[src/verilog/hostPkg.sv]
// Processor side UART encodings

package hostPkg;

	////////////////////////////////////////
	// command codes
	////////////////////////////////////////

	// width of an opcode in the processor's instruction word
	localparam int cmdLen = 5;

	// uart opcodes, same values as the core's opcode map
	localparam logic [cmdLen-1:0] cmdUartRd = 5'd22;    // pop rx byte
	localparam logic [cmdLen-1:0] cmdUartWr = 5'd23;    // push tx byte
	localparam logic [cmdLen-1:0] cmdUartStat = 5'd24;  // read status byte

	////////////////////////////////////////
	// status byte bit positions
	////////////////////////////////////////

	// bits 5 to 7 always read zero
	localparam int statRxEmpty = 0;   // nothing to read
	localparam int statTxFull = 1;    // further writes get dropped
	localparam int statFrameErr = 2;  // head rx entry had a bad stop bit
	localparam int statOverrun = 3;   // rx entry lost, sticky until status read
	localparam int statTxIdle = 4;    // tx fifo empty and line idle

endpackage

[src/verilog/uartPkg.sv]
// UART line format definitions

package uartPkg;

	////////////////////////////////////////
	// character format
	////////////////////////////////////////

	localparam int dataBits = 8;      // bits per character, no parity
	localparam int oversample = 16;   // ticks per bit period
	localparam int stopTicks = 16;    // ticks in the stop bit, one stop bit

	// clocks per oversampling tick
	// small for simulation: 64 clocks per bit, 640 per frame
	localparam int tickDivisor = 4;

	////////////////////////////////////////
	// buffering
	////////////////////////////////////////

	localparam int fifoDepth = 16;    // entries per fifo
	localparam int fifoCountLen = 5;  // holds 0 to fifoDepth

	// rx fifo entry, byte kept together with its stop-bit check
	typedef struct packed
	{
		logic [dataBits-1:0] rxByte;  // received character
		logic frameErr;               // stop bit sampled low
	} rxEntry;

	////////////////////////////////////////
	// line FSM states, shared by tx and rx
	////////////////////////////////////////

	typedef enum logic [1:0]
	{
		idle,    // line high, nothing in progress
		start,   // start bit
		data,    // data bits, LSB first
		stop     // stop bit
	} lineState;

endpackage

[src/verilog/baudTickGen.sv]
// Baud tick generator
`timescale 1ns/1ns

module baudTickGen
#(
	parameter int divisor = uartPkg::tickDivisor  // clocks per tick
)
(
	input  logic clk,
	input  logic reset,
	output logic tick    // one clock wide, once per divisor clocks
);

	// at least one bit, so divisor of 1 still builds
	localparam int cntLen = (divisor > 1) ? $clog2(divisor) : 1;

	logic [cntLen-1:0] cnt;  // wraps at divisor-1

	always_ff @(posedge clk or posedge reset)
	begin
		if (reset)
		begin
			cnt <= '0;
			tick <= 1'b0;
		end
		else
		begin
			tick <= (cnt == divisor - 1);  // registered, no glitches downstream
			if (cnt == divisor - 1)
				cnt <= '0;
			else
				cnt <= cnt + 1'b1;
		end
	end

	// tick spacing, both FSMs count on this
	assert property (@(posedge clk) disable iff (reset)
		(divisor > 1 && tick) |=> !tick);

endmodule

[src/verilog/syncFifo.sv]
// Show-ahead synchronous FIFO
`timescale 1ns/1ns

module syncFifo
#(
	parameter type payloadType = logic [uartPkg::dataBits-1:0]
)
(
	input  logic clk,
	input  logic reset,
	input  logic push,
	input  payloadType pushData,
	input  logic pop,
	output payloadType popData,   // head entry, valid whenever not empty
	output logic empty,
	output logic full,
	output logic [uartPkg::fifoCountLen-1:0] count
);

	localparam int ptrLen = $clog2(uartPkg::fifoDepth);

	payloadType mem [uartPkg::fifoDepth];  // storage
	logic [ptrLen-1:0] wrPtr;              // next free slot
	logic [ptrLen-1:0] rdPtr;              // head slot
	logic doPush;
	logic doPop;

	// circular increment, depth need not be a power of two
	function automatic logic [ptrLen-1:0] nextPtr(input logic [ptrLen-1:0] ptr);
		if (ptr == ptrLen'(uartPkg::fifoDepth - 1))
			return '0;
		return ptr + 1'b1;
	endfunction

	assign doPop = pop && !empty;            // pop on empty ignored
	assign doPush = push && (!full || pop);  // full: only with a pop alongside

	assign empty = (count == '0);
	assign full = (count == uartPkg::fifoDepth);
	assign popData = mem[rdPtr];             // show-ahead read

	always_ff @(posedge clk)
	begin
		if (doPush)
			mem[wrPtr] <= pushData;
	end

	always_ff @(posedge clk or posedge reset)
	begin
		if (reset)
		begin
			wrPtr <= '0;
			rdPtr <= '0;
			count <= '0;
		end
		else
		begin
			if (doPush)
				wrPtr <= nextPtr(wrPtr);
			if (doPop)
				rdPtr <= nextPtr(rdPtr);
			case ({doPush, doPop})
				2'b10: count <= count + 1'b1;
				2'b01: count <= count - 1'b1;
				default: count <= count;   // none, or push and pop together
			endcase
		end
	end

	assert property (@(posedge clk) disable iff (reset)
		count <= uartPkg::fifoDepth);
	assert property (@(posedge clk) disable iff (reset)
		!(empty && full));

endmodule

[src/verilog/uartPeripheral.sv]
// UART peripheral top level
`timescale 1ns/1ns

module uartPeripheral
(
	input  logic clk,
	input  logic reset,
	input  logic cmdValid,                          // one-clock command strobe
	input  logic [hostPkg::cmdLen-1:0] cmdCode,
	input  logic [uartPkg::dataBits-1:0] wrData,
	output logic [uartPkg::dataBits-1:0] rdData,    // valid with rdValid
	output logic rdValid,                           // one clock after rd or stat
	output logic txd,
	input  logic rxd
);

	logic tick;
	logic txPush, txPop, txEmpty, txFull, txIdle;
	logic [uartPkg::dataBits-1:0] txHead;
	logic [uartPkg::fifoCountLen-1:0] txCount, rxCount;
	uartPkg::rxEntry rxIn, rxHead;
	logic rxPop, rxEmpty, rxFull, rxDrop;
	logic [uartPkg::dataBits-1:0] rxData;
	logic rxFrameErr, rxDoneTick;
	logic rdStrobe, statStrobe, overrun;
	logic [uartPkg::dataBits-1:0] statByte;

	////////////////////////////////////////
	// command decode
	////////////////////////////////////////

	assign txPush = cmdValid && (cmdCode == hostPkg::cmdUartWr);  // dropped when full
	assign rdStrobe = cmdValid && (cmdCode == hostPkg::cmdUartRd);
	assign statStrobe = cmdValid && (cmdCode == hostPkg::cmdUartStat);
	assign rxPop = rdStrobe && !rxEmpty;
	assign rxDrop = rxDoneTick && rxFull && !rxPop;  // no room so the entry is lost

	assign rxIn.rxByte = rxData;
	assign rxIn.frameErr = rxFrameErr;

	always_comb
	begin
		statByte = '0;   // upper bits read zero
		statByte[hostPkg::statRxEmpty] = rxEmpty;
		statByte[hostPkg::statTxFull] = txFull;
		statByte[hostPkg::statFrameErr] = !rxEmpty && rxHead.frameErr;
		statByte[hostPkg::statOverrun] = overrun;
		statByte[hostPkg::statTxIdle] = txIdle && txEmpty;  // whole tx path quiet
	end

	always_ff @(posedge clk or posedge reset)
	begin
		if (reset)
		begin
			rdValid <= 1'b0;
			overrun <= 1'b0;
		end
		else
		begin
			rdValid <= rdStrobe || statStrobe;
			if (statStrobe)
				overrun <= 1'b0;   // cleared by status read
			if (rxDrop)
				overrun <= 1'b1;   // new loss wins over a clear
		end
	end

	always_ff @(posedge clk)
	begin
		if (rdStrobe)
			rdData <= rxEmpty ? '0 : rxHead.rxByte;
		else if (statStrobe)
			rdData <= statByte;
	end

	baudTickGen tickGen (.clk(clk), .reset(reset), .tick(tick));

	syncFifo #(.payloadType(logic [uartPkg::dataBits-1:0])) txFifo (.clk(clk), .reset(reset),
		.push(txPush), .pushData(wrData), .pop(txPop), .popData(txHead),
		.empty(txEmpty), .full(txFull), .count(txCount));

	syncFifo #(.payloadType(uartPkg::rxEntry)) rxFifo (.clk(clk), .reset(reset),
		.push(rxDoneTick), .pushData(rxIn), .pop(rxPop), .popData(rxHead),
		.empty(rxEmpty), .full(rxFull), .count(rxCount));

	uartTx transmitter (.clk(clk), .reset(reset), .tick(tick), .txStart(!txEmpty),
		.din(txHead), .fifoPop(txPop), .txIdle(txIdle), .tx(txd));

	uartRx receiver (.clk(clk), .reset(reset), .tick(tick), .rx(rxd), .rxData(rxData),
		.frameErr(rxFrameErr), .rxDoneTick(rxDoneTick));

	// write into an empty, idle path is popped on the next clock
	assert property (@(posedge clk) disable iff (reset)
		(txPush && txCount == '0 && txIdle) |=> txPop);
	// a lost entry leaves the full rx fifo untouched
	assert property (@(posedge clk) disable iff (reset)
		rxDrop |=> (rxCount == uartPkg::fifoDepth));

endmodule

[src/verilog/uartRx.sv]
// UART oversampling receiver
`timescale 1ns/1ns

module uartRx
(
	input  logic clk,
	input  logic reset,
	input  logic tick,                             // oversampling tick
	input  logic rx,                               // async serial line
	output logic [uartPkg::dataBits-1:0] rxData,   // valid with rxDoneTick
	output logic frameErr,                         // stop bit was low
	output logic rxDoneTick                        // one clock per character
);

	localparam int tickLen = $clog2((uartPkg::stopTicks > uartPkg::oversample) ?
		uartPkg::stopTicks : uartPkg::oversample);
	localparam int bitLen = $clog2(uartPkg::dataBits);
	localparam int halfBit = uartPkg::oversample / 2 - 1;  // start bit centre

	uartPkg::lineState stateReg, stateNext;
	logic [tickLen-1:0] sReg, sNext;
	logic [bitLen-1:0] nReg, nNext;
	logic [uartPkg::dataBits-1:0] bReg, bNext;   // assembles LSB first
	logic ferrReg, ferrNext;
	logic doneReg, doneNext;
	logic rxMeta, rxSync;   // two-flop synchronizer
	logic rxLast;           // previous synced level, for edge detect

	always_ff @(posedge clk or posedge reset)
	begin
		if (reset)
		begin
			stateReg <= uartPkg::idle;
			sReg <= '0;
			nReg <= '0;
			doneReg <= 1'b0;
			rxMeta <= 1'b1;   // assume idle line
			rxSync <= 1'b1;
			rxLast <= 1'b1;
		end
		else
		begin
			stateReg <= stateNext;
			sReg <= sNext;
			nReg <= nNext;
			doneReg <= doneNext;
			rxMeta <= rx;
			rxSync <= rxMeta;
			rxLast <= rxSync;
		end
	end

	always_ff @(posedge clk)
	begin
		bReg <= bNext;
		ferrReg <= ferrNext;
	end

	////////////////////////////////////////
	// receive FSM
	////////////////////////////////////////

	always_comb
	begin
		stateNext = stateReg;
		sNext = sReg;
		nNext = nReg;
		bNext = bReg;
		ferrNext = ferrReg;
		doneNext = 1'b0;
		case (stateReg)
			uartPkg::idle:
				if (rxLast && !rxSync)   // falling edge, possible start bit
				begin
					stateNext = uartPkg::start;
					sNext = '0;
				end
			uartPkg::start:
				if (tick)
				begin
					if (sReg == halfBit)
					begin
						// still low at centre: real start bit
						stateNext = rxSync ? uartPkg::idle : uartPkg::data;
						sNext = '0;
						nNext = '0;
					end
					else
						sNext = sReg + 1'b1;
				end
			uartPkg::data:
				if (tick)
				begin
					if (sReg == uartPkg::oversample - 1)   // bit centre
					begin
						sNext = '0;
						bNext = {rxSync, bReg[uartPkg::dataBits-1:1]};
						if (nReg == bitLen'(uartPkg::dataBits - 1))
							stateNext = uartPkg::stop;
						else
							nNext = nReg + 1'b1;
					end
					else
						sNext = sReg + 1'b1;
				end
			uartPkg::stop:
				if (tick)
				begin
					if (sReg == uartPkg::stopTicks - 1)   // stop bit centre
					begin
						ferrNext = !rxSync;
						doneNext = 1'b1;
						stateNext = uartPkg::idle;
					end
					else
						sNext = sReg + 1'b1;
				end
			default: stateNext = uartPkg::idle;
		endcase
	end

	assign rxData = bReg;
	assign frameErr = ferrReg;
	assign rxDoneTick = doneReg;

	assert property (@(posedge clk) disable iff (reset)
		rxDoneTick |=> !rxDoneTick);

endmodule

[src/verilog/uartTx.sv]
// UART transmitter
`timescale 1ns/1ns

module uartTx
(
	input  logic clk,
	input  logic reset,
	input  logic tick,                           // oversampling tick
	input  logic txStart,                        // byte waiting in the fifo
	input  logic [uartPkg::dataBits-1:0] din,    // fifo head, show-ahead
	output logic fifoPop,                        // one clock, advances the fifo
	output logic txIdle,
	output logic tx                              // serial line, idles high
);

	localparam int tickLen = $clog2((uartPkg::stopTicks > uartPkg::oversample) ?
		uartPkg::stopTicks : uartPkg::oversample);
	localparam int bitLen = $clog2(uartPkg::dataBits);

	uartPkg::lineState stateReg, stateNext;
	logic [tickLen-1:0] sReg, sNext;              // ticks within a bit
	logic [bitLen-1:0] nReg, nNext;               // data bit index
	logic [uartPkg::dataBits-1:0] bReg, bNext;    // shift register
	logic txReg, txNext;                          // registered line bit
	logic armedReg, armedNext;                    // byte latched, waiting for a tick

	////////////////////////////////////////
	// state registers
	////////////////////////////////////////

	always_ff @(posedge clk or posedge reset)
	begin
		if (reset)
		begin
			stateReg <= uartPkg::idle;
			sReg <= '0;
			nReg <= '0;
			txReg <= 1'b1;   // line high out of reset
			armedReg <= 1'b0;
		end
		else
		begin
			stateReg <= stateNext;
			sReg <= sNext;
			nReg <= nNext;
			txReg <= txNext;
			armedReg <= armedNext;
		end
	end

	always_ff @(posedge clk)
		bReg <= bNext;

	////////////////////////////////////////
	// next state
	////////////////////////////////////////

	always_comb
	begin
		stateNext = stateReg;
		sNext = sReg;
		nNext = nReg;
		bNext = bReg;
		txNext = txReg;
		armedNext = armedReg;
		fifoPop = 1'b0;
		case (stateReg)
			uartPkg::idle:
			begin
				txNext = 1'b1;
				if (txStart && !armedReg)  // pop and latch the head right away
				begin
					fifoPop = 1'b1;
					bNext = din;
					armedNext = 1'b1;
				end
				// start bit begins on a tick so it spans a full 16 ticks
				if ((armedReg || txStart) && tick)
				begin
					stateNext = uartPkg::start;
					armedNext = 1'b0;
					sNext = '0;
				end
			end
			uartPkg::start:
			begin
				txNext = 1'b0;
				if (tick)
				begin
					if (sReg == uartPkg::oversample - 1)
					begin
						stateNext = uartPkg::data;
						sNext = '0;
						nNext = '0;
					end
					else
						sNext = sReg + 1'b1;
				end
			end
			uartPkg::data:
			begin
				txNext = bReg[0];          // LSB first
				if (tick)
				begin
					if (sReg == uartPkg::oversample - 1)
					begin
						sNext = '0;
						bNext = bReg >> 1;
						if (nReg == bitLen'(uartPkg::dataBits - 1))
							stateNext = uartPkg::stop;
						else
							nNext = nReg + 1'b1;
					end
					else
						sNext = sReg + 1'b1;
				end
			end
			uartPkg::stop:
			begin
				txNext = 1'b1;
				if (tick)
				begin
					if (sReg == uartPkg::stopTicks - 1)
						stateNext = uartPkg::idle;
					else
						sNext = sReg + 1'b1;
				end
			end
			default: stateNext = uartPkg::idle;
		endcase
	end

	assign tx = txReg;
	assign txIdle = (stateReg == uartPkg::idle) && !armedReg;

	assert property (@(posedge clk) disable iff (reset)
		fifoPop |-> (stateReg == uartPkg::idle && txStart));
	// line follows the state one clock later
	assert property (@(posedge clk) disable iff (reset)
		(stateReg != uartPkg::start ##1 stateReg == uartPkg::start) |=> !tx);
	assert property (@(posedge clk) disable iff (reset)
		(stateReg == uartPkg::idle) |-> tx);

endmodule
[config.mk]
export PLATFORM = sky130hd
export DESIGN_NAME = uartPeripheral
export DESIGN_NICKNAME = d
export VERILOG_FILES = /design/src/verilog/hostPkg.sv /design/src/verilog/uartPkg.sv /design/src/verilog/baudTickGen.sv /design/src/verilog/syncFifo.sv /design/src/verilog/uartPeripheral.sv /design/src/verilog/uartRx.sv /design/src/verilog/uartTx.sv
export SDC_FILE = /design/constraint.sdc
export NUM_CORES = 1
export LEC_CHECK = 0
export ABC_AREA = 1
export BUFFER_PORTS_ARGS = -buffer_cell sky130_fd_sc_hd__buf_4
export CAP_MARGIN = 20
export CORE_MARGIN = 2
export CORE_UTILIZATION = 50
export CTS_BUF_LIST = sky130_fd_sc_hd__clkbuf_16
export DETAILED_ROUTE_END_ITERATION = 12
export PLACE_DENSITY = 0.68
export SLEW_MARGIN = 20
export SYNTH_ARGS = -nofsm -noshare
export SYNTH_HDL_FRONTEND = slang
export SYNTH_SLANG_ARGS = --single-unit
[constraint.sdc]
create_clock -name clk -period 2.2 [get_ports clk]
set_input_delay 0.44 -clock clk [delete_from_list [all_inputs] [get_ports clk]]
set_output_delay 0.44 -clock clk [all_outputs]
set_load 0.03 [all_outputs]
==> results summary <==
The part of the Yosys area used for sequential elements came out at 66.6%. Cells with a size suffix above 1 make up 13.8% of the layout. The maximum level of the CTS H-tree is 2. The placement-stage cell area is 16,500 µm². In this run the vertical extent of the chip is 180 µm.

The number of search-and-repair iterations in the first detailed-routing pass is 5. Clock-pin slew was measured on the worst setup and hold paths at 0.06 ns. The highest attainable clock frequency came out at 0.485 GHz. The total I/O pin count came out at 27.

The number of instances in the synthesized netlist came out at 1,497. The type of the tightest min-delay check is in2reg. The count of placed standard cells including taps came out at 1,931.

The first-pass GRT wire length is 52,300 µm. The cell family contributing the most delay on the critical path is simple AND/OR/NAND/NOR gates. The sum of negative setup slack is 0 ns.

The finished layout holds 2,008 standard cells, fillers aside. The layout-stage area growth over the synthesis result came out at 16.5%. During placement, the flow inserted port buffers numbering 26. For this run, asynchronously set or reset flops after synthesis account for 15.6%.

The global router's overall resource usage is 20.1%. The part of the cycle the worst path needs came out at 93.8%. The required time at the worst-slack endpoint came out at 2.62 ns. Sorting the synthesized cells by area gives the leading types as edfxtp_1, nand2_1, dfrtp_1. The initial antenna violation count is 0.

The category of the worst setup path capture point is a flop. The routability congestion estimate is 0.837. The minimum clock period after layout came out at 2.06 ns. The standard cell core area came out at 30,500 µm².

For this design, the slowest cell found on the critical path is dfrtp_1. Traced cell by cell, the critical path runs through inv_2, ha_4, inv_4, nor2_4, inv_2, nand2_2, nand2_2, ha_4, xor2_2, ha_2, nor2_4, nor2_2, nand2_1, nand2_1, nand2_1, nand2_1, nand2_1, nand2_1. The slew at the pin closest to its max-slew limit is 0.754 ns. The critical path buffer and inverter count came out at 3. The average detailed-routed wire length per instance came out at 16.1 µm. The run finished with clean final reports. Across the VDD grid, the largest voltage drop is 0.705 mV. The highest cell delay on the worst timing path came out at 0.40 ns.

The total of warnings raised by yosys is 0. Data on the critical path arrives at its endpoint at 2.49 ns. The floorplan step defined a die boundary enclosing 32,400 µm². Total power for the finished layout comes to 16,600 µW.

STA classifies the critical path startpoint as a flop. The source-to-sink clock delay at the later pin of the worst-skew pair came out at 0.54 ns. Headroom to the max-slew limit came out at 49.7%. Summed over all nets, the half-perimeter wirelength after detailed placement is 20,500 µm. The TritonCTS clock tree is done. The max-slew violation total from the final report came out at 0. In the routed layout, each cell is associated on average with a via count of 5.18.

Setup repair after global routing could not meet its margin everywhere. Setup violations remaining at the end of the flow were counted as 0. The number of max-cap violations came out at 0.

Measured on the finished design, the core utilization comes to 59.0%. edfxtp_1 takes more of the synthesized area than any other cell. When the netlist entered floorplanning its net count stood at 1,542. The design area came out at 18,000 µm². The overall via count from detail_route is 10,400. Clock tree synthesis selected as its root buffer the cell clkbuf_16.

Global routing finished with a remaining overflow of 0. The area of the mapped netlist came out at 15,500 µm². The average instance area after synthesis came out at 10.3 µm². The proportion of netlist area held by the largest area contributor came out at 57.7%. Synthesis inferred 352 register bits.

The via count of the first global-routing pass is 10,200. The number of synthesized flops with an enable pin is 297. The pin count of the biggest net entering global routing is 56. The initial DRC count came out at 743.

For this design the ratio of total power to cell area is 923 nW/µm². The worst clock skew is 0.0283 ns. The number of antenna diodes came out at 0. The wire length after detailed routing came out at 32,400 µm. The hold violation total from the final report came to 0. The die is 180 µm wide. The remaining antenna violation count after routing came out at 0.

The longest clock path from root to sink contains 3 buffers. The most common cell type on the critical path is nand2_1. The number of distinct library cells after synthesis is 34. By startpoint and endpoint, the worst setup path is classified as reg2reg.

The leakage power of the design is 0.00744 µW. The effective utilization at floorplan came out at 50.7%. The leading register cell type out of synthesis is edfxtp_1. The total number of nets in the final design came out at 1,629. The maximum fanout count along the critical path is 4. The total clock buffers created by CTS is 37. The site row count came out at 64.

The tree built by TritonCTS fans out to 352 sinks. The number of remaining DRC errors is 0.
## layout by cell type, fill, tap and decap left out, types with 2 or more instances in the layout
master	synthesis	final
a21oi_1	11	10
a22oi_1	2	2
buf_12	0	5
buf_4	16	101
bufinv_16	0	8
clkbuf_16	0	39
clkinv_1	4	12
clkinv_2	0	3
dfrtp_1	51	47
dfrtp_2	0	4
dfstp_2	4	4
edfxtp_1	297	297
ha_1	28	22
ha_2	0	3
ha_4	0	3
inv_1	123	123
inv_2	14	17
inv_4	0	2
nand2_1	526	523
nand2_2	5	7
nand3_1	177	174
nand3_2	1	3
nand3b_1	3	3
nand4_1	2	2
nor2_1	78	70
nor2_2	4	8
nor2_4	0	4
nor3_1	21	21
o21ai_0	13	13
o21ai_1	44	44
o22ai_1	6	6
xnor2_1	5	4
xor2_1	12	10
## cell type report
class / count / area (µm²)
Clock buffer: 39 / 976
Clock inverter: 28 / 352
Fill cell: 2475 / 12500
Inverter: 141 / 547
Multi-Input combinational cell: 945 / 4470
Sequential cell: 352 / 10300
Tap cell: 396 / 495
Timing Repair Buffer: 107 / 868
## cell usage after synthesis (4+ instances only)
library cell / count
a21oi_1: 11
buf_2: 24
buf_4: 16
clkbuf_1: 14
clkinv_1: 4
dfrtp_1: 51
dfstp_2: 4
edfxtp_1: 297
ha_1: 28
inv_1: 123
inv_2: 14
nand2_1: 526
nand2_2: 5
nand3_1: 177
nor2_1: 78
nor2_2: 4
nor3_1: 21
o21ai_0: 13
o21ai_1: 44
o22ai_1: 6
xnor2_1: 5
xor2_1: 12
## kinds of logic (layout without fill, tap and decap cells)
family	count (synthesis)	count (layout)	share of synthesized area, %
compound gates	80	80	2.73
xor+xnor	17	17	0.963
fa+ha+maj	28	28	2.26
buf+inv	200	315	5.58
flops	352	352	66.6
simple gates	820	820	21.9
## final timing paths
kind                                         start         endpoint  slack [ns]  cells after the start
max in group asynchronous                    reset  receiver.rxLast        1.37                      4
max reg2reg                transmitter.stateReg[0]  txFifo.count[4]        0.14                     18
max                        transmitter.stateReg[0]  txFifo.count[4]        0.14                     18
min reg2reg                        receiver.rxMeta  receiver.rxSync        0.36                      0
min in group asynchronous                    reset  txFifo.rdPtr[2]        0.53                      4
min                                            rxd  receiver.rxMeta        0.03                      1
## state kept, by name, indices dropped and copies added, names as in the netlist, 5 cells and up, named ones only
name,flops
rxFifo.mem,144
txFifo.count,5
rxFifo.count,5
receiver.rxData,8
rdData,8
transmitter.bReg,8
txFifo.mem,128
## stage by stage
stage | setup WS (ns) | hold slack [ns]
2_1_floorplan | -0.00117 | 0.345
3_3_place_gp | -0.0604 | 0.346
3_5_place_dp | -0.124 | 0.354
4_1_cts | 0.0131 | 0.0140
5_1_grt | -0.0258 | 0.0133
6_report | 0.136 | 0.0329
## power by group
group	switching [µW]	internal [µW]
registers	232	7360
logic	1510	842
clock network	2520	4160
total	4270	12400
## timing repair
action / CTS / global route
buffers inserted: 0 / 9
setup endpoints to repair: 0 / 11
hold endpoints to repair: 51 / 0
hold buffers: 1 / 0
gates resized for setup: 0 / 24
## layer usage
metal | vias to the layer above | wire [µm] | global-route usage (%)
met2 | 264 | 15800 | 34.1
met3 | 63 | 1700 | 2.90
met5 | - | 0 | 0
li1 | 5141 | - | -
met4 | 0 | 1050 | 7.67
met1 | 4925 | 13800 | 26.4
Power figures use the tool's default switching activity.
